**config.mk**
```make
export PLATFORM = sky130hd
export DESIGN_NAME = dataMem
export DESIGN_NICKNAME = d
export VERILOG_FILES = /design/src/verilog/dataMem.sv
export VERILOG_INCLUDE_DIRS = /design/src /design/src/include
export SDC_FILE = /design/constraint.sdc
export NUM_CORES = 2
export LEC_CHECK = 0
export ABC_AREA = 1
export BUFFER_PORTS_ARGS = -buffer_cell sky130_fd_sc_hd__buf_4
export CAP_MARGIN = 20
export CORE_MARGIN = 2
export CORE_UTILIZATION = 64
export CTS_CLUSTER_SIZE = 12
export DETAILED_ROUTE_END_ITERATION = 8
export PLACE_DENSITY = 0.85
export SLEW_MARGIN = 10
export SYNTH_ARGS = -nofsm -noshare
export SYNTH_HDL_FRONTEND = slang
export SYNTH_SLANG_ARGS = --single-unit
```
**constraint.sdc**
```tcl
create_clock -name clk -period 2.9 [get_ports clk]
set_clock_uncertainty 0.2 [all_clocks]
set_input_delay 0 -clock clk [delete_from_list [all_inputs] [get_ports clk]]
set_output_delay 0 -clock clk [all_outputs]
set_load 0.02 [all_outputs]
```
**src/include/cpuCfg.svh**
```systemverilog
`ifndef CPU_CFG_SVH
`define CPU_CFG_SVH

// architectural register count, r0 included
`define CPU_REG_COUNT 32

// data memory depth in 32-bit words
`define CPU_DMEM_WORDS 64

// fetch address after reset
`define CPU_PC_RESET 32'h0000_0000

`endif

```
**src/verilog/dataMem.sv**
```systemverilog
`timescale 1ns/1ps
`include "cpuCfg.svh"

module dataMem
(
    input  logic        clk,
    input  logic        reset,
    input  logic [31:0] addr,
    input  logic        we,
    input  logic [31:0] wdata,
    output logic [31:0] rdata
);

    localparam int IDX_W = $clog2(`CPU_DMEM_WORDS);

    logic [31:0]      mem [`CPU_DMEM_WORDS];
    logic [IDX_W-1:0] idx;

    assign idx = addr[IDX_W+1:2]; // upper bits dropped, wraps

    always_ff @(posedge clk)
    begin
        if (reset)
        begin
            for (int i = 0; i < `CPU_DMEM_WORDS; i++)
            begin
                mem[i] <= '0;
            end
        end
        else if (we)
        begin
            mem[idx] <= wdata;
        end
    end

    assign rdata = mem[idx]; // combinational, feeds lw writeback directly

    storeAligned: assert property (@(posedge clk) disable iff (reset) we |-> addr[1:0] == 2'b00)
        else $error("unaligned store to %h", addr);

endmodule

```
**After elaboration in Yosys (flattened, before gate mapping)**

Memory sizes are Yosys's and may differ from the RTL's.
Index checks and enable logic that the tools add are counted.

- Register bits: 0
- RAM bits: 2048
- Input port bits: 67
- Output and inout bits: 32
- Word-level logic and storage cells: 10
- Memories: 1

Memory list:

| memory | words | bits a word | read ports | clocked after memory_dff | wr ports | line | RTL |
|---|---|---|---|---|---|---|---|
| mem | 64 | 32 | 1 | 0 | 64 | dataMem.sv:16 | `` logic [31:0] mem [`CPU_DMEM_WORDS]; `` |

- Muxes and demuxes: 8
- Reduce and logical (&&, ||, !) cells: 1

Operator list:

| cell | count |
|---|---|
| 32-bit 2-to-1 mux | 1 |
| 32-bit OR reduction | 1 |
| 1-bit 2-to-1 mux | 6 |
| 6-bit 2-to-1 mux | 1 |

**Logic depth before layout (Yosys ltp)**

- Depth after elaboration: 5
- Gate-level depth with buffers: 15
- Depth with buffers taken out: 11

**Least setup slack after synthesis**

Ideal clock, no wire load.

- Kind: input -> register
- Start point: in addr[3]
- End point: mem mem[22][0] (enable)
- Setup time: 0.389 ns
- Data arrival time: 1.990 ns
- Required time: 2.311 ns
- Slack: 0.320 ns
- Cell stages on the path: 7
- Buffers on the path: 5
- Cell sequence: buf_2 > buf_2 > clkbuf_1 > buf_2 > nand4_1 > clkbuf_1 > nand2_1

RTL lines:

| what | line | RTL |
|---|---|---|
| start: declaration | dataMem.sv:8 | `input logic [31:0] addr,` |
| end: declaration | dataMem.sv:16 |  |

**Worst setup path after layout**

- Start point: mem mem[35][2]
- End point: out rdata[2]

- Cells in the longest elaborated chain, start to end: 1

Ends and longest elaborated chain:

| what | line | RTL |
|---|---|---|
| memory read 64 x 32 bit | n/a |  |
| end: declaration | dataMem.sv:11 | `output logic [31:0] rdata` |

Every way passes these cells.

==> summary.md <==
| Metric | Value |
|---|---|
| # placed instances | `12,479` |
| Max Cap Violations | `0` |
| PD cells | `621 nW/µm²` |
| Final instance area | `105,000 µm²` |
| Number of routed nets with antenna violations | `0` |
| Largest stage delay on the critical path | `0.37 ns` |
| Area Growth Syn to Fin | `10.6%` |
| Final Hold Slack | `0.0690 ns` |
| Status | `complete, but fails checks` |
| Clock Path Buffers | `3` |
| Site Rows | `141` |
| Crit Path Class | `flop to primary output` |
| Number of synthesized register bits | `2,048` |
| Initial Util | `64.5%` |
| Largest net degree at the start of global routing | `143` |
| RSZ-0062 raised after global routing | `false` |
| Die Area | `152,000 µm²` |
| CTS clk-pin slew, worst paths | `0.06 ns` |
| Commonest non-fill, non-tap cells in the layout | `5,840 x nand2_1, 2,095 x nor2_1, 2,048 x edfxtp_1, 331 x buf_4, 204 x clkbuf_16` |
| Worst slack at placement | `0.269 ns` |
| Crit-path max FO | `1` |
| GP Congestion | `1.03` |
| Met1 usage | `48.3%` |
| Met2 Use GR | `58.6%` |
| CTS tree | `built` |
| Failing checks | `negative setup slack` |
| Drt first-iter violations | `12,470` |
| Largest regs | `mem (2048)` |
| Die Wd | `390 µm` |
| Min Tclk post-route | `2.97 ns` |
| Via density | `6.01` |
| Max Slew Vio Count | `0` |
| TritonRoute pass-1 iters | `9` |
| CTS Buf Count | `203` |
| Cell count after synthesis | `10,950` |
| Fin crit share | `102%` |
| Static leakage | `47.0 nW` |
| Core Area | `148,000 µm²` |
| Setup crit start kind | `flop` |
| Drt wl/cell | `23.1 µm` |
| Ratio of cells with drive above 1 in the final layout | `6.91%` |
| First-pass GRT wire length | `440 mm` |
| GR Util met3 | `12.6%` |
| Syn Area/Cell | `8.69 µm²` |
| Synthesis warning total | `0` |
| Peak VDD IR | `0.545 mV` |
| Vias in the first global route | `74,537` |
| Endpoints failing setup | `5` |
| Worst Path Arrival | `2.77 ns` |
| Post-Layout Cell Count | `12,861` |
| Critical path, cell by cell | `nand2_1 > nand2_1 > nand2_1 > nand2_1 > nand2_1 > nand2_1 > nand2_1 > nand2_1 > nor2_4 > nand2_1 > buf_4` |
| Worst EP required | `2.70 ns` |
| Gr busiest metal | `met2` |
| Die Ht | `390 µm` |
| CTS sink cnt | `2,048` |
| Via Count | `77,253` |
| DP Wirelength | `174 mm` |
| IO Port Bufs | `72` |
| Final #Nets | `10,864` |
| I/O Pins | `99` |
| Top reg by flops | `mem` |
| Postcts setup bufs | `0` |
| Most common cell after layout, fill and taps aside | `nand2_1` |
| Root Driver | `clkbuf_16` |
| Area after DPL | `98,800 µm²` |
| Max reg flops | `2,048` |
| Max stage delay cell, worst path | `edfxtp_1` |
| Maximum clock frequency | `337 MHz` |
| Worst Hold Class | `input port to flop` |
| H-tree Lvls | `4` |
| WL final | `297 mm` |
| Setup TNS Final | `-0.176 ns` |
| Crit path top cell by count | `nand2_1` |
| Post-synthesis sequential area ratio | `64.6%` |
| Setup crit end kind | `primary output` |
| Slew headroom | `22.4%` |
| Post-synth cell types | `18` |
| Number of remaining DRC errors | `0` |
| Worst slew pin tran | `1.16 ns` |
| Mapped Area | `95,200 µm²` |
| Hold Vio Cnt, Final | `0` |
| Initial antenna violation count | `8` |
| All-Layer GR Usage | `38.9%` |
| Mapped Nets | `11,017` |
| Grt ovf | `0` |
| Post-route setup slack | `-0.0709 ns` |
[routing by layer]
layer / vias up / wire length [µm] / part of all wire, %
met5: - / 193 / 0.065
met4: 16 / 23000 / 7.8
met3: 1247 / 47600 / 16
met2: 6264 / 131000 / 44
met1: 35687 / 95300 / 32
li1: 34039 / - / -
[critical path: cells and delay by family (launching register included)]
kind          cells  cell delay, ns
simple gates     10            1.34
flops             1            0.37
buf+inv           1            0.19
[cells in the mapped netlist, drive strengths merged]
| library cell | count | share of area (%) |
|---|---|---|
| edfxtp | 2048 | 65 |
| o21ai | 7 | 0.037 |
| nand3 | 12 | 0.063 |
| nand2 | 5851 | 23 |
| nand4 | 1 | 0.0066 |
| nor3 | 12 | 0.079 |
| clkbuf | 664 | 2.6 |
| nor2 | 2126 | 8.4 |
| o211ai | 5 | 0.039 |
| nor4 | 6 | 0.10 |
| buf | 157 | 0.75 |
| inv | 55 | 0.22 |
| or2 | 6 | 0.039 |
[what timing repair did]
action / CTS / global route
hold buffers: 43 / 0
setup endpoints to repair: 23 / 58
hold endpoints to repair: 2103 / 0
pin swaps: 0 / 5
gates resized for setup: 27 / 42
[path summary, 6_finish.rpt]
| check | startpoint | end | depth (start not counted) |
|---|---|---|---|
| hold / removal | addr[3] | mem[5][17]$_SDFFCE_PN0P_ | 6 |
| setup / recovery | mem[35][2]$_SDFFCE_PN0P_ | rdata[2] | 11 |
[cell type report]
type | count | area, µm²
Antenna cell | 5 | 12.5
Clock buffer | 275 | 5370
Clock inverter | 59 | 518
Fill cell | 9937 | 42400
Inverter | 55 | 269
Multi-Input combinational cell | 8026 | 30500
Sequential cell | 2048 | 61500
Tap cell | 1930 | 2410
Timing Repair Buffer | 463 | 4670
[kinds of logic (layout without fill, tap and decap cells)]
logic type | count (synthesis) | count (layout) | share of synthesized area, %
compound gates | 12 | 12 | 0.0762
buf+inv | 876 | 852 | 3.59
flops | 2048 | 2048 | 64.6
simple gates | 8014 | 8014 | 31.7
other cells | 0 | 5 | 0
[through the flow]
step	utilization [%]	total power [mW]
6_report	71.3	65.4
5_1_grt	71.3	66.9
4_1_cts	71.2	64.9
3_5_place_dp	66.9	41.3
3_3_place_gp	66.9	41.0
2_1_floorplan	-	38.7
[report_power, final]
group / internal, mW / total (mW) / switching, mW
combinational: 1.66 / 6.63 / 4.98
clock: 13.1 / 24.3 / 11.2
sequential: 34.0 / 34.5 / 0.424
total: 48.8 / 65.4 / 16.6
Note: power is estimated with default switching activity, not from simulation.
