`src/include/cpuCfg.svh`:
```
`ifndef CPU_CFG_SVH
`define CPU_CFG_SVH

// architectural register count, r0 included
`define CPU_REG_COUNT 32

// data memory depth in 32-bit words
`define CPU_DMEM_WORDS 64

// fetch address after reset
`define CPU_PC_RESET 32'h0000_0000

`endif

```
`src/verilog/cpuPkg.sv`:
```
package cpuPkg;

    // major opcodes, anything else runs as a bubble
    typedef enum logic [5:0]
    {
        RTYPE = 6'h00,
        BEQ   = 6'h04,
        ADDI  = 6'h08,
        LW    = 6'h23,
        SW    = 6'h2B
    } opcode_t;

    // one fetched word, seen as R-type or as I-type
    typedef union packed
    {
        struct packed
        {
            opcode_t    opcode;
            logic [4:0] rs;
            logic [4:0] rt;
            logic [4:0] rd;
            logic [4:0] shamt;
            logic [5:0] funct;
        } r;
        struct packed
        {
            opcode_t     opcode;
            logic [4:0]  rs;
            logic [4:0]  rt;
            logic [15:0] imm;
        } i;
    } instrWord_t;

    typedef enum logic [1:0]
    {
        MEMADD = 2'b00, // lw, sw, addi
        BRSUB  = 2'b01, // beq compare
        FUNCT  = 2'b10  // r-type, look at funct
    } aluOp_t;

    typedef enum logic [3:0]
    {
        CTRL_ADD = 4'b0000,
        CTRL_SUB = 4'b0001,
        CTRL_MUL = 4'b0010
    } aluCtrl_t;

    localparam logic [5:0] FUNCT_ADD = 6'd0;
    localparam logic [5:0] FUNCT_SUB = 6'd1;
    localparam logic [5:0] FUNCT_MUL = 6'd2;

endpackage

```
`src/verilog/decodeExBus.sv`:
```
`timescale 1ns/1ps

// decoded instruction handed from decode to execute, no handshake
interface decodeExBus;
    import cpuPkg::*;

    logic        valid;
    logic [31:0] pc;
    logic [31:0] rsVal;     // already forwarded
    logic [31:0] rtVal;     // already forwarded
    logic [31:0] signExt;
    logic [5:0]  funct;
    logic [4:0]  destReg;
    logic        aluSrc;
    aluOp_t      aluOp;
    logic        isBranch;
    logic        memRead;
    logic        memWrite;
    logic        regWrite;

    modport decode
    (
        output valid, pc, rsVal, rtVal, signExt, funct, destReg,
        output aluSrc, aluOp, isBranch, memRead, memWrite, regWrite
    );

    modport execute
    (
        input valid, pc, rsVal, rtVal, signExt, funct, destReg,
        input aluSrc, aluOp, isBranch, memRead, memWrite, regWrite
    );

endinterface

```
`src/verilog/execStage.sv`:
```
`timescale 1ns/1ps

module execStage
(
    input  logic         clk,
    input  logic         reset,
    input  logic         stall,
    input  logic [31:0]  dmemRdata,
    decodeExBus.execute  bus,
    output logic         wbEn,
    output logic [4:0]   wbReg,
    output logic [31:0]  wbData,
    output logic         redirect,
    output logic [31:0]  redirectPc,
    output logic [31:0]  dmemAddr,
    output logic         dmemWe,
    output logic [31:0]  dmemWdata,
    output logic         branchTaken
);
    import cpuPkg::*;

    logic [31:0] opA;
    logic [31:0] opB;
    aluCtrl_t    aluCtrl;
    logic        ctrlOk;
    logic [31:0] aluResult;
    logic        zero;
    logic        fire;

    assign opA = bus.rsVal;
    assign opB = bus.aluSrc ? bus.signExt : bus.rtVal; // immediate or rt

    // alu control from aluOp and funct
    always_comb
    begin
        aluCtrl = CTRL_ADD;
        ctrlOk  = 1'b1;
        case (bus.aluOp)
            MEMADD: aluCtrl = CTRL_ADD;
            BRSUB:  aluCtrl = CTRL_SUB;
            FUNCT:
            begin
                case (bus.funct)
                    FUNCT_ADD: aluCtrl = CTRL_ADD;
                    FUNCT_SUB: aluCtrl = CTRL_SUB;
                    FUNCT_MUL: aluCtrl = CTRL_MUL;
                    default:   ctrlOk  = 1'b0; // unknown funct, no effect
                endcase
            end
            default: ctrlOk = 1'b0;
        endcase
    end

    always_comb
    begin
        case (aluCtrl)
            CTRL_SUB: aluResult = opA - opB;
            CTRL_MUL: aluResult = opA * opB; // low 32 bits only
            default:  aluResult = opA + opB;
        endcase
    end

    assign zero = (opA == opB);

    // nothing leaves this stage while stalled or empty
    assign fire = bus.valid && !stall && ctrlOk;

    assign wbEn   = fire && bus.regWrite && bus.destReg != 5'd0;
    assign wbReg  = bus.destReg;
    assign wbData = bus.memRead ? dmemRdata : aluResult;

    assign dmemAddr  = aluResult;
    assign dmemWe    = fire && bus.memWrite;
    assign dmemWdata = bus.rtVal;

    // beq target relative to the following instruction
    assign branchTaken = fire && bus.isBranch && zero;
    assign redirect    = branchTaken;
    assign redirectPc  = bus.pc + 32'd4 + {bus.signExt[29:0], 2'b00};

    // decode never marks one instruction as both store and register write
    noWbOnStore: assert property (@(posedge clk) disable iff (reset) !(dmemWe && wbEn))
        else $error("store and writeback in the same cycle");

endmodule

```
`src/flat_wrapper.sv`:
```
// flat-port wrapper written by rule: the top's interface ports become plain ports
module execStage_flat import cpuPkg::*;
  (clk, reset, stall, dmemRdata, wbEn, wbReg, wbData, redirect, redirectPc, dmemAddr, dmemWe, dmemWdata, branchTaken, bus_valid, bus_pc, bus_rsVal, bus_rtVal, bus_signExt, bus_funct, bus_destReg, bus_aluSrc, bus_aluOp, bus_isBranch, bus_memRead, bus_memWrite, bus_regWrite);
  decodeExBus bus_i ();
  input  logic clk;
  input  logic reset;
  input  logic stall;
  input  logic [31:0] dmemRdata;
  output logic wbEn;
  output logic [4:0] wbReg;
  output logic [31:0] wbData;
  output logic redirect;
  output logic [31:0] redirectPc;
  output logic [31:0] dmemAddr;
  output logic dmemWe;
  output logic [31:0] dmemWdata;
  output logic branchTaken;
  input wire logic [$bits(bus_i.valid)-1:0] bus_valid;
  input wire logic [$bits(bus_i.pc)-1:0] bus_pc;
  input wire logic [$bits(bus_i.rsVal)-1:0] bus_rsVal;
  input wire logic [$bits(bus_i.rtVal)-1:0] bus_rtVal;
  input wire logic [$bits(bus_i.signExt)-1:0] bus_signExt;
  input wire logic [$bits(bus_i.funct)-1:0] bus_funct;
  input wire logic [$bits(bus_i.destReg)-1:0] bus_destReg;
  input wire logic [$bits(bus_i.aluSrc)-1:0] bus_aluSrc;
  input wire logic [$bits(bus_i.aluOp)-1:0] bus_aluOp;
  input wire logic [$bits(bus_i.isBranch)-1:0] bus_isBranch;
  input wire logic [$bits(bus_i.memRead)-1:0] bus_memRead;
  input wire logic [$bits(bus_i.memWrite)-1:0] bus_memWrite;
  input wire logic [$bits(bus_i.regWrite)-1:0] bus_regWrite;
  assign bus_i.valid = bus_valid;
  assign bus_i.pc = bus_pc;
  assign bus_i.rsVal = bus_rsVal;
  assign bus_i.rtVal = bus_rtVal;
  assign bus_i.signExt = bus_signExt;
  assign bus_i.funct = bus_funct;
  assign bus_i.destReg = bus_destReg;
  assign bus_i.aluSrc = bus_aluSrc;
  assign bus_i.aluOp = bus_aluOp;
  assign bus_i.isBranch = bus_isBranch;
  assign bus_i.memRead = bus_memRead;
  assign bus_i.memWrite = bus_memWrite;
  assign bus_i.regWrite = bus_regWrite;
  execStage u_core (.clk(clk), .reset(reset), .stall(stall), .dmemRdata(dmemRdata), .bus(bus_i), .wbEn(wbEn), .wbReg(wbReg), .wbData(wbData), .redirect(redirect), .redirectPc(redirectPc), .dmemAddr(dmemAddr), .dmemWe(dmemWe), .dmemWdata(dmemWdata), .branchTaken(branchTaken));
endmodule
```
`config.mk`:
```
export PLATFORM = sky130hd
export DESIGN_NAME = execStage_flat
export DESIGN_NICKNAME = d
export VERILOG_FILES = /design/src/include/cpuCfg.svh /design/src/verilog/cpuPkg.sv /design/src/verilog/decodeExBus.sv /design/src/verilog/execStage.sv /design/src/flat_wrapper.sv
export SDC_FILE = /design/constraint.sdc
export NUM_CORES = 2
export LEC_CHECK = 0
export ABC_AREA = 1
export BUFFER_PORTS_ARGS = -buffer_cell sky130_fd_sc_hd__buf_2
export CAP_MARGIN = 20
export CORE_UTILIZATION = 62
export DETAILED_ROUTE_END_ITERATION = 10
export GPL_ROUTABILITY_DRIVEN = 0
export PLACE_DENSITY = 0.82
export RECOVER_POWER = 50
export SLEW_MARGIN = 10
export SYNTH_ARGS = -nofsm -noshare
export SYNTH_HDL_FRONTEND = slang
export SYNTH_SLANG_ARGS = --single-unit
```
`constraint.sdc`:
```
create_clock -name vclk -period 21.9
set_input_delay 6.57 -clock vclk [all_inputs]
set_output_delay 6.57 -clock vclk [all_outputs]
set_load 0.005 [all_outputs]
```
# After elaboration in Yosys (flattened, before gate mapping)
# Cells that the tools add are included.
# word_totals
register_bits	0
latchBits	0
mem_bits_rw	0
mem_bits_ro	0
inputBits	182
output_inout_bits	137
word_cells	32
n_memories	0
# op_classes
add_sub_neg	4
multipliers	1
div	0
n_lt_le_gt_ge	0
eq_ne	7
n_shift	0
mux	7
bitwise	0
n_reduce_logical	13
# op_table
operator	n
32-bit adder	2
32-bit two-way mux	2
32-bit case mux with 2 select lines	1
32-bit by 3-bit adder with 32-bit output (second input constant)	1
32-bit equality test	1
32-bit by 32-bit multiplier with 32-bit output	1
32-bit subtractor	1
4-bit case mux with 2 select lines	1
1-bit logical AND	7
6-bit by 1-bit equality test with 1-bit output (second input constant)	1
6-bit by 2-bit equality test with 1-bit output (second input constant)	1
6-bit zero test	1
5-bit nonzero test	1
4-bit by 1-bit equality test with 1-bit output (second input constant)	1
4-bit by 2-bit equality test with 1-bit output (second input constant)	1
2-bit case mux with 2 select lines	1
3-bit OR reduction	1
2-bit by 1-bit equality test with 1-bit output (second input constant)	1
2-bit equality test (second input constant)	1
2-bit zero test	1
1-bit case mux with 2 select lines	1
2-bit OR reduction	1
1-bit zero test	1
1-bit two-way mux	1

# Longest topological paths before layout
# logic_depth
ltp_word	7
mapped_depth	39
ltp_nobuf	36

# Least setup slack after synthesis
# No wires, ideal clock.
# synth_path
kind	input -> output
start	input bus_aluSrc
end	output wbData[29]
arrival_time_ns	13.219
required_time_ns	15.330
path_slack_ns	2.111
stages	33
n_path_buf	3
path_cell_list	buf_6 inv_4 buf_4 nand2_1 nand2_2 inv_1 clkbuf_1 nor2_1 fa_1 inv_1 fa_1 fa_1 fa_1 inv_1 fa_1 inv_1 fa_1 inv_1 fa_1 fa_1 ha_1 a21oi_1 inv_1 o21ai_0 o211a_1 nand3_1 a21oi_1 o21ai_0 a21oi_1 o21ai_0 nand3_1 nand3_1 nand2_1
# synth_via
elab_chain_cells	4
elab_cells_between_ends	6
classes_between	2 x add/sub; 1 x mul; 3 x mux
# synth_lines
item	line	text
start: declaration	flat_wrapper.sv:25	input wire logic [$bits(bus_i.aluSrc)-1:0] bus_aluSrc;
32-bit two-way mux (*)	execStage.sv:31	assign opB = bus.aluSrc ? bus.signExt : bus.rtVal;
32-bit by 32-bit multiplier with 32-bit output, or another cell as far along	execStage.sv:58	CTRL_MUL: aluResult = opA * opB;
32-bit case mux with 2 select lines (*)	execStage.sv:56	case (aluCtrl)
32-bit two-way mux (*)	execStage.sv:70	assign wbData = bus.memRead ? dmemRdata : aluResult;
end: declaration	flat_wrapper.sv:11	output logic [31:0] wbData;
# Mark *: on every way between the ends. The rest lies on a longest branch, timed or not.

# Final worst setup path
# layout_path
start	input bus_aluSrc
end	output dmemAddr[29]
# layout_via
elab_chain_cells	3
elab_cells_between_ends	5
classes_between	2 x add/sub; 1 x mul; 2 x mux
# layout_lines
item	line	text
32-bit two-way mux (*)	execStage.sv:31	
32-bit by 32-bit multiplier with 32-bit output, or another cell as far along	execStage.sv:58	
32-bit case mux with 2 select lines (*)	execStage.sv:56	
end: declaration	flat_wrapper.sv:14	output logic [31:0] dmemAddr;
# Marked as above.

==> flow_summary.yaml <==
logic_synthesis:
  synth_nets: 4074
  yosysWarnings: 0
  synthTopCellsByCount: "657 x nand2_1, 651 x inv_1, 413 x nor2_1"
  ys_seq_area_frac: 0
  synth_top_area_share: 0.362
  synthMostInstantiatedCell: "nand2_1"
  yosysUniqueCellTypes: 55
  syn_inst: 3232
  yosysTopAreaCell: "fa_1"
  synth_area_leaders: "fa_1 36%, ha_1 14%, nand2_1 11%"
  netlist_area_um2: 22700
  avgSynthCellArea_um2: 7.03
clock_network:
  postCtsHoldBufs: 0
global_routing:
  antenna_found_initial: 3
  grt_pass1_wl_um: 129000
  grt_max_degree: 39
  grt_usage: 0.445
  grt_pass1_vias: 23911
  overflow: 0
route:
  wire_per_inst_um: 21.2
  wl_um: 82800
  firstDrtPassIters: 8
  ant_nets: 0
  drt_iter0_markers: 2717
  avgViaCountPerCell: 6.02
  dr_total_vias: 23473
  drc: 0
floorplanning:
  start_util: 0.634
  die_h_um: 193
  die_w_um: 193
  dieArea_um2: 37400
  num_io_pins: 319
  design.core.area_um2: 35800
  floorplan.rows: 69
timing:
  worst_slew_pin_slew_ns: 1.19
  setup-tns-final_ns: 0
  hold_viol: 0
  fmax_mhz: 46.4
  maxSlewViolCount: 0
  setup_viol: 0
  rsz0062_at_grt: "false"
  fin_crit_sh: 0.984
  relSlewSlack: 0.209
  fin_crit_ns: 21.56
critical_path:
  max_stage_delay_ns: 0.62
  worstPathMaxFanout: 29
  critPathMostFrequentCell: "fa_1"
  worstPathRequired_ns: 15.33
  startpoint_type: "input pin"
  cp.arrival_ns: 14.99
  worst_path_max_delay_cell: "inv_1"
  path_class: "in -> out"
  worst_setup_path_end_kind: "output pin"
cells_and_area:
  nFillCells: 3090
  area_growth_pct: 7.19
  nClkBuffers: 0
  drive_gt1_frac: 0.106
  nFlopsAndLatches: 0
  fin_util: 0.680
  ff_latch_area_um2: 0
  fin_nets: 4284
placed_design:
  dp_hpwl_um: 68800
  io_buffer_count: 313
hold_path:
  hold_start: "bus_pc[0]"
  hold_depth: 0
  min-delay-path-class: "in -> out"
  whs_endpoint: "redirectPc[0]"
status:
  outcome: "finished, final reports clean"
run:
  maxCapViolCount: 0
==> layer usage <==
layer	vias up	part of all wire	track usage
li1	10228	-	-
met1	10951	0.33	0.515
met2	1763	0.43	0.693
met3	527	0.14	0.133
met4	4	0.10	0.353
met5	-	0.00034	0
==> worst max path at each step <==
stage / start / endpoint / slack (ns) / cells past startpoint
2_1_floorplan: bus_aluSrc / wbData[29] / 2.11 / 33
4_1_cts: bus_aluSrc / dmemAddr[29] / 0.34 / 30
3_3_place_gp: bus_aluSrc / dmemAddr[29] / 0.51 / 30
3_5_place_dp: bus_aluSrc / dmemAddr[29] / 0.34 / 30
6_report: bus_aluSrc / dmemAddr[29] / 0.34 / 30
5_1_grt: bus_aluSrc / wbData[29] / 0.03 / 33
==> worst max-delay path, delay by kind of cell <==
kind                       cells  cell delay (ns)
AOI/OAI and AO/OA              6             1.36
adders and majority gates      9             4.40
and+or+nand+nor                6             1.06
buffers and inverters          9             1.56
==> stage by stage <==
step           instance area (um^2)  instances  setup WS, ns  hold WS, ns
6_report                      24300       3902         0.343        13.14
5_1_grt                       24300       3901        0.0253        13.14
4_1_cts                       24400       3900         0.344        13.14
3_5_place_dp                  24400       3900         0.341        13.14
3_3_place_gp                  24400       3900         0.510        13.14
2_1_floorplan                 22700       3232          2.11        13.21
==> cell families after synthesis <==
kind of cell,count (synthesis),synth area share
AND/OR/NAND/NOR,1278,0.228
buffers and inverters,823,0.146
adder cells (fa/ha/maj),660,0.499
AO/OA/AOI/OAI,405,0.101
XOR/XNOR,63,0.0243
multiplexers,3,0.00149
==> final cells by class <==
cell class,instances,area (um^2),share of cell area
diodes,1,2.50,0.000103
inverters,675,2540,0.104
multi-input cells,2409,19400,0.797
well taps,461,577,0.0237
repair buffers,356,1830,0.0750
==> layout by cell type (no fill, tap or decap), drive strengths merged <==
cell        n
a211oi      3
a21boi      2
a21o       15
a21oi     179
a221oi      3
a22oi       2
a31o        1
a31oi      23
and2        5
and3        2
buf       301
clkbuf     55
clkinv     15
clkinvlp    1
diode       1
fa        411
ha        249
inv       659
mux2        3
nand2     673
nand3     120
nand3b      9
nand4      14
nor2      415
nor3       16
nor4        8
nor4b       1
o211a       1
o211ai      6
o21a       13
o21ai     134
o21bai     14
o221ai      3
o22ai       1
o31ai       4
o32ai       1
or2        14
or3b        1
xnor2      17
xor2       46
==> what timing repair did <==
| item | CTS | global route |
|---|---|---|
| endpoints found under the hold margin | 0 | 0 |
| setup buffers | 0 | 1 |
| endpoints found under the setup margin | 0 | 6 |
| gates resized for setup | 0 | 4 |
