## config.mk

```make
export PLATFORM = sky130hd
export DESIGN_NAME = instrDecode_flat
export DESIGN_NICKNAME = d
export VERILOG_FILES = /design/src/verilog/cpuPkg.sv /design/src/verilog/decodeExBus.sv /design/src/verilog/instrDecode.sv /design/src/flat_wrapper.sv
export VERILOG_INCLUDE_DIRS = /design/src /design/src/include
export SDC_FILE = /design/constraint.sdc
export NUM_CORES = 1
export LEC_CHECK = 0
export ABC_AREA = 1
export BUFFER_PORTS_ARGS = -buffer_cell sky130_fd_sc_hd__buf_2
export CORE_AREA = 2 2 140 142
export DETAILED_ROUTE_END_ITERATION = 10
export DIE_AREA = 0 0 142 144
export PLACE_DENSITY_LB_ADDON = 0.05
export SETUP_SLACK_MARGIN = 0.05
export SYNTH_ARGS = -nofsm -noshare
export SYNTH_HDL_FRONTEND = slang
export SYNTH_SLANG_ARGS = --single-unit
```

## constraint.sdc

```tcl
create_clock -name clk -period 4.29 [get_ports clk]
set_input_delay 0.2145 -clock clk [delete_from_list [all_inputs] [get_ports clk]]
set_output_delay 0.2145 -clock clk [all_outputs]
set_load 0.1 [all_outputs]
```

## src/include/cpuCfg.svh

```systemverilog
`ifndef CPU_CFG_SVH
`define CPU_CFG_SVH

// architectural register count, r0 included
`define CPU_REG_COUNT 32

// data memory depth in 32-bit words
`define CPU_DMEM_WORDS 64

// fetch address after reset
`define CPU_PC_RESET 32'h0000_0000

`endif

```

## src/verilog/cpuPkg.sv

```systemverilog
package cpuPkg;

    // major opcodes, anything else runs as a bubble
    typedef enum logic [5:0]
    {
        RTYPE = 6'h00,
        BEQ   = 6'h04,
        ADDI  = 6'h08,
        LW    = 6'h23,
        SW    = 6'h2B
    } opcode_t;

    // one fetched word, seen as R-type or as I-type
    typedef union packed
    {
        struct packed
        {
            opcode_t    opcode;
            logic [4:0] rs;
            logic [4:0] rt;
            logic [4:0] rd;
            logic [4:0] shamt;
            logic [5:0] funct;
        } r;
        struct packed
        {
            opcode_t     opcode;
            logic [4:0]  rs;
            logic [4:0]  rt;
            logic [15:0] imm;
        } i;
    } instrWord_t;

    typedef enum logic [1:0]
    {
        MEMADD = 2'b00, // lw, sw, addi
        BRSUB  = 2'b01, // beq compare
        FUNCT  = 2'b10  // r-type, look at funct
    } aluOp_t;

    typedef enum logic [3:0]
    {
        CTRL_ADD = 4'b0000,
        CTRL_SUB = 4'b0001,
        CTRL_MUL = 4'b0010
    } aluCtrl_t;

    localparam logic [5:0] FUNCT_ADD = 6'd0;
    localparam logic [5:0] FUNCT_SUB = 6'd1;
    localparam logic [5:0] FUNCT_MUL = 6'd2;

endpackage

```

## src/verilog/decodeExBus.sv

```systemverilog
`timescale 1ns/1ps

// decoded instruction handed from decode to execute, no handshake
interface decodeExBus;
    import cpuPkg::*;

    logic        valid;
    logic [31:0] pc;
    logic [31:0] rsVal;     // already forwarded
    logic [31:0] rtVal;     // already forwarded
    logic [31:0] signExt;
    logic [5:0]  funct;
    logic [4:0]  destReg;
    logic        aluSrc;
    aluOp_t      aluOp;
    logic        isBranch;
    logic        memRead;
    logic        memWrite;
    logic        regWrite;

    modport decode
    (
        output valid, pc, rsVal, rtVal, signExt, funct, destReg,
        output aluSrc, aluOp, isBranch, memRead, memWrite, regWrite
    );

    modport execute
    (
        input valid, pc, rsVal, rtVal, signExt, funct, destReg,
        input aluSrc, aluOp, isBranch, memRead, memWrite, regWrite
    );

endinterface

```

## src/verilog/instrDecode.sv

```systemverilog
`timescale 1ns/1ps
`include "cpuCfg.svh"

module instrDecode
(
    input  logic        clk,
    input  logic        reset,
    input  logic        stall,
    input  logic [31:0] instrData,
    input  logic [31:0] rsData,
    input  logic [31:0] rtData,
    input  logic        wbEn,
    input  logic [4:0]  wbReg,
    input  logic [31:0] wbData,
    input  logic        redirect,
    input  logic [31:0] redirectPc,
    output logic [31:0] instrAddr,
    output logic [4:0]  rsAddr,
    output logic [4:0]  rtAddr,
    decodeExBus.decode  bus
);
    import cpuPkg::*;

    logic [31:0] pc;
    instrWord_t  instr;
    logic [31:0] signExt;
    logic        known;
    logic        aluSrc;
    aluOp_t      aluOp;
    logic        isBranch;
    logic        memRead;
    logic        memWrite;
    logic        regWrite;
    logic        useRd;
    logic [31:0] rsFwd;
    logic [31:0] rtFwd;

    assign instrAddr = pc;
    assign instr     = instrData;
    assign rsAddr    = instr.r.rs;
    assign rtAddr    = instr.r.rt;
    assign signExt   = {{16{instr.i.imm[15]}}, instr.i.imm};

    // control decode from the opcode
    always_comb
    begin
        known    = 1'b1;
        aluSrc   = 1'b0;
        aluOp    = MEMADD;
        isBranch = 1'b0;
        memRead  = 1'b0;
        memWrite = 1'b0;
        regWrite = 1'b0;
        useRd    = 1'b0;
        case (instr.r.opcode)
            RTYPE:
            begin
                aluOp    = FUNCT;
                regWrite = 1'b1;
                useRd    = 1'b1;
            end
            ADDI:
            begin
                aluSrc   = 1'b1;
                regWrite = 1'b1;
            end
            LW:
            begin
                aluSrc   = 1'b1;
                memRead  = 1'b1;
                regWrite = 1'b1;
            end
            SW:
            begin
                aluSrc   = 1'b1;
                memWrite = 1'b1;
            end
            BEQ:
            begin
                aluOp    = BRSUB;
                isBranch = 1'b1;
            end
            default: known = 1'b0; // bubble
        endcase
    end

    // writeback in flight wins over the register file read
    assign rsFwd = (wbEn && wbReg == rsAddr) ? wbData : rsData;
    assign rtFwd = (wbEn && wbReg == rtAddr) ? wbData : rtData;

    always_ff @(posedge clk)
    begin
        if (reset)
        begin
            pc        <= `CPU_PC_RESET;
            bus.valid <= 1'b0;
        end
        else if (redirect)
        begin
            pc        <= redirectPc;
            bus.valid <= 1'b0; // squash the wrong-path fetch
        end
        else if (!stall)
        begin
            pc        <= pc + 32'd4;
            bus.valid <= known;
        end
    end

    // payload, only meaningful while valid
    always_ff @(posedge clk)
    begin
        if (!stall)
        begin
            bus.pc       <= pc;
            bus.rsVal    <= rsFwd;
            bus.rtVal    <= rtFwd;
            bus.signExt  <= signExt;
            bus.funct    <= instr.r.funct;
            bus.destReg  <= useRd ? instr.r.rd : instr.i.rt;
            bus.aluSrc   <= aluSrc;
            bus.aluOp    <= aluOp;
            bus.isBranch <= isBranch;
            bus.memRead  <= memRead;
            bus.memWrite <= memWrite;
            bus.regWrite <= regWrite;
        end
    end

    // branch targets must keep fetch on word boundaries
    pcAligned: assert property (@(posedge clk) disable iff (reset) instrAddr[1:0] == 2'b00)
        else $error("fetch address %h not word aligned", instrAddr);

endmodule

```

## src/flat_wrapper.sv

```systemverilog
// flat-port wrapper written by rule: the top's interface ports become plain ports
module instrDecode_flat import cpuPkg::*;
  (clk, reset, stall, instrData, rsData, rtData, wbEn, wbReg, wbData, redirect, redirectPc, instrAddr, rsAddr, rtAddr, bus_valid, bus_pc, bus_rsVal, bus_rtVal, bus_signExt, bus_funct, bus_destReg, bus_aluSrc, bus_aluOp, bus_isBranch, bus_memRead, bus_memWrite, bus_regWrite);
  decodeExBus bus_i ();
  input  logic clk;
  input  logic reset;
  input  logic stall;
  input  logic [31:0] instrData;
  input  logic [31:0] rsData;
  input  logic [31:0] rtData;
  input  logic wbEn;
  input  logic [4:0] wbReg;
  input  logic [31:0] wbData;
  input  logic redirect;
  input  logic [31:0] redirectPc;
  output logic [31:0] instrAddr;
  output logic [4:0] rsAddr;
  output logic [4:0] rtAddr;
  output wire logic [$bits(bus_i.valid)-1:0] bus_valid;
  output wire logic [$bits(bus_i.pc)-1:0] bus_pc;
  output wire logic [$bits(bus_i.rsVal)-1:0] bus_rsVal;
  output wire logic [$bits(bus_i.rtVal)-1:0] bus_rtVal;
  output wire logic [$bits(bus_i.signExt)-1:0] bus_signExt;
  output wire logic [$bits(bus_i.funct)-1:0] bus_funct;
  output wire logic [$bits(bus_i.destReg)-1:0] bus_destReg;
  output wire logic [$bits(bus_i.aluSrc)-1:0] bus_aluSrc;
  output wire logic [$bits(bus_i.aluOp)-1:0] bus_aluOp;
  output wire logic [$bits(bus_i.isBranch)-1:0] bus_isBranch;
  output wire logic [$bits(bus_i.memRead)-1:0] bus_memRead;
  output wire logic [$bits(bus_i.memWrite)-1:0] bus_memWrite;
  output wire logic [$bits(bus_i.regWrite)-1:0] bus_regWrite;
  assign bus_valid = bus_i.valid;
  assign bus_pc = bus_i.pc;
  assign bus_rsVal = bus_i.rsVal;
  assign bus_rtVal = bus_i.rtVal;
  assign bus_signExt = bus_i.signExt;
  assign bus_funct = bus_i.funct;
  assign bus_destReg = bus_i.destReg;
  assign bus_aluSrc = bus_i.aluSrc;
  assign bus_aluOp = bus_i.aluOp;
  assign bus_isBranch = bus_i.isBranch;
  assign bus_memRead = bus_i.memRead;
  assign bus_memWrite = bus_i.memWrite;
  assign bus_regWrite = bus_i.regWrite;
  instrDecode u_core (.clk(clk), .reset(reset), .stall(stall), .instrData(instrData), .rsData(rsData), .rtData(rtData), .wbEn(wbEn), .wbReg(wbReg), .wbData(wbData), .redirect(redirect), .redirectPc(redirectPc), .instrAddr(instrAddr), .rsAddr(rsAddr), .rtAddr(rtAddr), .bus(bus_i));
endmodule
```

* After elaboration in Yosys (flattened, before gate mapping)
Index checks and enable logic that the tools add are counted.
Cells by class: add/subtract/negate cells 1, equality and inequality tests 7, multiplexer cells 13, reduce and logical (&&, ||, !) cells 7
Operators with widths (number):
- $mux W32 | 4
- $add A32 B3 Y32 const B | 1
- $eq A6 B6 Y1 const B | 2
- $eq A5 B5 Y1 | 2
- $mux W1 | 7
- $eq A6 B3 Y1 const B | 1
- $eq A6 B4 Y1 const B | 1
- $logic_not A6 Y1 | 1
- $reduce_or A3 Y1 | 2
- $mux W5 | 1
- $reduce_or A5 Y1 | 1
- $pmux W2 S2 | 1
- $logic_and A1 B1 Y1 | 2
- $ne A2 B1 Y1 const B | 1
- $reduce_or A2 Y1 | 1
Storage, ports and cells: flip-flop bits (word level) 163, input port bits 170, output and inout bits 189, logic and storage cells 42

* Logic depth before layout (Yosys ltp)
depth after elaboration 3, depth in mapped cells 10, gate-level depth less buffers 10

* Worst setup path before layout
Ideal clock, no wire load.
path kind input -> register, start point in stall, end point reg u_core.pc[30] (netlist: u_core.instrAddr[30]), setup time 0.109 ns, data arrival time 3.313 ns, required time 4.181 ns, slack 0.869 ns, cell stages on the path 8, path buffers 0, cells stage by stage inv_1 > nand3_1 > nor2_1 > nand2_1 > nand2_1 > nand3_1 > nand2_1 > inv_1
Between the ends: cells in the longest elaborated chain, start to end 1
Ends and longest elaborated chain:
- start: declaration | line flat_wrapper.sv:7 | input logic stall;
- $ne A2 B1 Y1 (no source line)
- end signal: assignment | line instrDecode.sv:95 | pc <= `CPU_PC_RESET;
- end signal: assignment | line instrDecode.sv:100 | pc <= redirectPc;
- end signal: assignment | line instrDecode.sv:105 | pc <= pc + 32'd4;
- end: declaration | line instrDecode.sv:24 | logic [31:0] pc;
No other way between the ends. A chain may end at the register's enable or synchronous reset.

* Worst setup path after layout
start point reg u_core.bus.signExt[15] (netlist name), end point out bus_signExt[25]
RTL lines:
- end: declaration | line flat_wrapper.sv:23 | output wire logic [$bits(bus_i.signExt)-1:0] bus_signExt;
No word-level cell between the ends.

==> summary by stage <==
Clock network
Counting along the longest clock path gives a buffer depth of 2. TritonCTS built the clock tree. The clock latency on the worst-skew pair is approximately 430 ps. The clock-pin slew of the registers on the worst-case setup and hold paths is 70 ps. The H-tree was split into 4 levels. Buffers inserted during clock tree synthesis total 17. The total clock sinks is between 150 and 200. The root buffer cell chosen for the clock tree is sky130_fd_sc_hd__clkbuf_16.

The number of gates resized after cts is 0.

STA
The worst path setup slack after routing is 2570 ps. The top achievable clock speed is between 0.5 and 0.6 GHz. The final clock period utilization by the worst path is between 40 and 50%.

The transition at the pin with the smallest max-transition slack is about 760 ps. Setup violations remaining at the end of the flow were counted as 0. The routed design could run at a clock period as short as 1720 ps.

The final hold violation count is 0. Between clock sinks in the finished design, the worst skew comes to between 10 and 15 ps. In the final timing run, aggregate negative setup slack is 0 ps. The number of slew-limit violations in the final report was 0.

Setup repair after global routing left no endpoint under its margin. The tightest hold path in the finished design has a slack of 12.4 ps. The worst pin sits at a relative slew slack of between 40% and 50%.

Synth
The post-synthesis mux area share is 0%. After synthesis, the share of flip-flops with an asynchronous set or reset is 0%. Yosys mapped the design onto 32 distinct sky130hd cell types.

The synthesized netlist devotes 18.2% of its cell area to simple gates. The number of nets in the synthesized netlist is around 930. Counting every instance in the synthesized netlist gives 758.

The xor/xnor cell area share of the yosys netlist is about 1.1%. Counting flops with a built-in enable in the synthesized netlist gives ~120. The fraction of the mapped netlist area in compound gates is 10.1%. The main combinational cell family by area after synthesis is simple AND/OR/NAND/NOR gates. The mean instance size in the synthesized netlist is between 9 and 10 um2.

During synthesis, Yosys emitted a total of 0 warnings. The share of synthesized cell area in full adder, half adder and majority cells is less than 1%. The most common flop cell mapped by yosys is sky130_fd_sc_hd__edfxtp_1. The flop and latch count out of synthesis is around 160. Summing the sequential cell areas from Yosys gives 60.5% of the chip area.

After synthesis the cells add up to 7200 um2.

Detailed routing
The number of search-and-repair iterations in the first detailed-routing pass is 4. The vias per cell is around 4.6. The overall routed net length is between 20000 and 25000 um.

Summing over every cut layer, the via total after detailed routing is approximately 6200. In the routed design, unresolved DRC markers number 0. The number of DRC markers after the initial detailed-route iteration is about 350. The number of antenna-violating nets in the routed design is 0.

The mean routed wirelength per cell is 15.9 um.

Floorplan
Measured along the y axis, the die boundary spans ~140 um. The number of top-level design ports is approximately 360. The area inside the core boundary is between 15000 and 20000 um2.

The die footprint is 20400 um2. Once the floorplan was initialized, standard cells occupied between 30% and 40% of the core. The width of the die is 142 um. In this run the core area contains about 50 standard-cell rows.

Run
Max-cap violations in this run came to 0.

Pwr
The static power due to leakage is about 4.5 nW. In this run the power density over the cells is about 480 nW/um2. The peak supply drop is 273 uV.

Critical path
In this design, the stage delay of the slowest critical-path cell is 580 ps. Counting both buffers and inverters, the worst setup path holds a total of 1. The critical path class is flop to output port. The kind of cell with the highest combined delay along the critical path is flip-flops. The startpoint kind of the worst setup timing path is a flop. The worst register-to-register path begins at u_core.instrAddr[2]. The cell count of the worst reg-to-reg path is 9. STA puts the critical path data arrival time at around 1500 ps. For this design, the slowest cell found on the critical path is sky130_fd_sc_hd__edfxtp_1. The worst register-to-register path has a setup slack of between 2000 and 3000 ps. The endpoint identified for the worst register-to-register timing path is u_core.instrAddr[24].

Along the worst path, the maximum fanout reaches 17. Walking the worst path, the cells encountered are buf_2. The most critical setup path has its startpoint at u_core.bus.signExt[15]. At the worst endpoint, the required time is ~4000 ps. STA classifies the critical path endpoint as an output port. The number of logic stages on the critical path including buffering is 1.

In this run the worst setup path terminates at bus_signExt[25].

Min path
In this run the worst hold path is classified as primary input to flop. The start point of the worst hold path is redirectPc[0].

GRT
The first-pass GRT wire length is roughly 32000 um. The via count of the first global-routing pass came to 5792. Entering global routing, the biggest net connects 65 pins.

Across every metal layer, demand over resource in global routing totals around a fifth. The number of antenna violations at the first check in global routing is 3. Global routing finished with a remaining overflow of 0.

Placed design
The quantity of I/O buffers inserted on ports is 358. Routability-driven placement finished with a final weighted congestion of about 0.81. The placement-stage worst setup slack is 2250 ps.

Summed over all nets, the half-perimeter wirelength after detailed placement is ~16000 um.

Layout
The area growth from synthesis to final layout is 34.7%. In the final design database the tool counted around 1300 nets. Cells with a size suffix above 1 make up 37.9% of the layout. Fill cells in the final layout number between 1500 and 2000. Once layout is complete, the utilization of the core stands at about half.

Status
The flow ran to the end, and the final reports show no timing, DRC or antenna violations.
[power breakdown]
| group | internal (mW) | total [mW] | switching [mW] |
|---|---|---|---|
| clock | 0.811 | 1.46 | 0.649 |
| combinational | 0.199 | 1.37 | 1.17 |
| sequential | 1.76 | 1.81 | 0.0552 |
[area by class of cell]
cell class	instances	area [um2]	area share, %
sequential	156	4350	44.9
multi-input combinational	451	2130	22.0
timing repair buffer	378	1980	20.4
clock buffer	18	429	4.42
inverter	97	367	3.78
tap	238	298	3.07
clock inverter	14	138	1.42
antenna	3	7.51	0.0774
[metal layers]
layer	global-route usage [%]	part of all wire, %
met3	4.83	6.4
met2	34.7	50
met1	24.8	41
met4	7.95	2.0
met5	0	0.056
[timing repair]
item	4_1_cts	5_1_grt
setup buffers	0	0
hold endpoints to repair	15	0
hold buffers	15	0
[layout by cell type (no fill, tap or decap), types with 5 or more instances in the layout]
master / n
sky130_fd_sc_hd__nor2_4: 8
sky130_fd_sc_hd__nand2_2: 5
sky130_fd_sc_hd__inv_1: 95
sky130_fd_sc_hd__nor2_2: 6
sky130_fd_sc_hd__o21ai_0: 68
sky130_fd_sc_hd__edfxtp_1: 123
sky130_fd_sc_hd__o21ai_1: 36
sky130_fd_sc_hd__nand2_1: 186
sky130_fd_sc_hd__buf_2: 358
sky130_fd_sc_hd__dfxtp_1: 33
sky130_fd_sc_hd__nor2_1: 48
sky130_fd_sc_hd__a31oi_1: 6
sky130_fd_sc_hd__xor2_1: 5
sky130_fd_sc_hd__dlygate4sd3_1: 15
sky130_fd_sc_hd__clkbuf_16: 17
sky130_fd_sc_hd__nand3_1: 37
sky130_fd_sc_hd__buf_4: 5
sky130_fd_sc_hd__a21oi_1: 23
[synthesized netlist by cell type (5+ instances only)]
library cell / instances / area, um2
sky130_fd_sc_hd__nor2_2: 6 / 37.5
sky130_fd_sc_hd__dfxtp_1: 33 / 661
sky130_fd_sc_hd__nor2_1: 48 / 180
sky130_fd_sc_hd__o21ai_1: 36 / 180
sky130_fd_sc_hd__xor2_1: 5 / 43.8
sky130_fd_sc_hd__buf_4: 33 / 248
sky130_fd_sc_hd__clkbuf_1: 8 / 30.0
sky130_fd_sc_hd__a21oi_1: 23 / 115
sky130_fd_sc_hd__nand3_1: 37 / 185
sky130_fd_sc_hd__o21ai_0: 68 / 340
sky130_fd_sc_hd__buf_2: 11 / 55.1
sky130_fd_sc_hd__nor2_4: 8 / 90.1
sky130_fd_sc_hd__edfxtp_1: 123 / 3690
sky130_fd_sc_hd__nand2_1: 186 / 698
sky130_fd_sc_hd__nand2_2: 5 / 31.3
sky130_fd_sc_hd__inv_1: 96 / 360
sky130_fd_sc_hd__a31oi_1: 6 / 37.5
[worst min-delay path by stage]
stage,to,depth (start not counted)
CTS,u_core.instrAddr[0],3
global placement,u_core.bus.signExt[6],1
detailed placement,u_core.bus.funct[2],1
floorplan,u_core.instrAddr[6],1
global route,u_core.instrAddr[1],3
finish,u_core.instrAddr[0],3
[worst register-to-register path, stage by stage, from the launching register on]
cell and delay (ps):
sky130_fd_sc_hd__dfxtp_1 410, sky130_fd_sc_hd__ha_1 210, sky130_fd_sc_hd__nand2_1 90, sky130_fd_sc_hd__nor2_4 220
sky130_fd_sc_hd__nand2_2 130, sky130_fd_sc_hd__nor2_2 190, sky130_fd_sc_hd__nand2_1 70, sky130_fd_sc_hd__nand2_1 60
sky130_fd_sc_hd__nand3_1 60, sky130_fd_sc_hd__a21oi_1 130
[flip-flops by register name, indices dropped and copies added, names as in the netlist]
register / cells
u_core.bus.aluOp: 2
u_core.bus.destReg: 5
u_core.bus.funct: 5
u_core.bus.memWrite: 1
u_core.bus.valid: 1
u_core.bus.pc: 32
u_core.bus.rtVal: 32
u_core.instrAddr: 32
u_core.bus.regWrite: 1
u_core.bus.signExt: 11
u_core.bus.memRead: 1
u_core.bus.aluSrc: 1
u_core.bus.rsVal: 32
[cell families after synthesis]
logic type,Yosys count
xor gates and xnor gates,9
buffers and inverters,151
adders and majority gates,1
DFF,156
and+or+nand+nor,301
AOI/OAI and AO/OA,140
[metrics by stage]
stage	area, um2	power, mW	std cells
after floorplan	7200	2.98	758
after global placement	8980	3.20	1305
after detailed placement	8980	3.21	1305
after CTS	9700	4.68	1352
after global routing	9700	4.79	1354
final	9700	4.64	1355
Note: power is estimated with default switching activity, not from simulation.
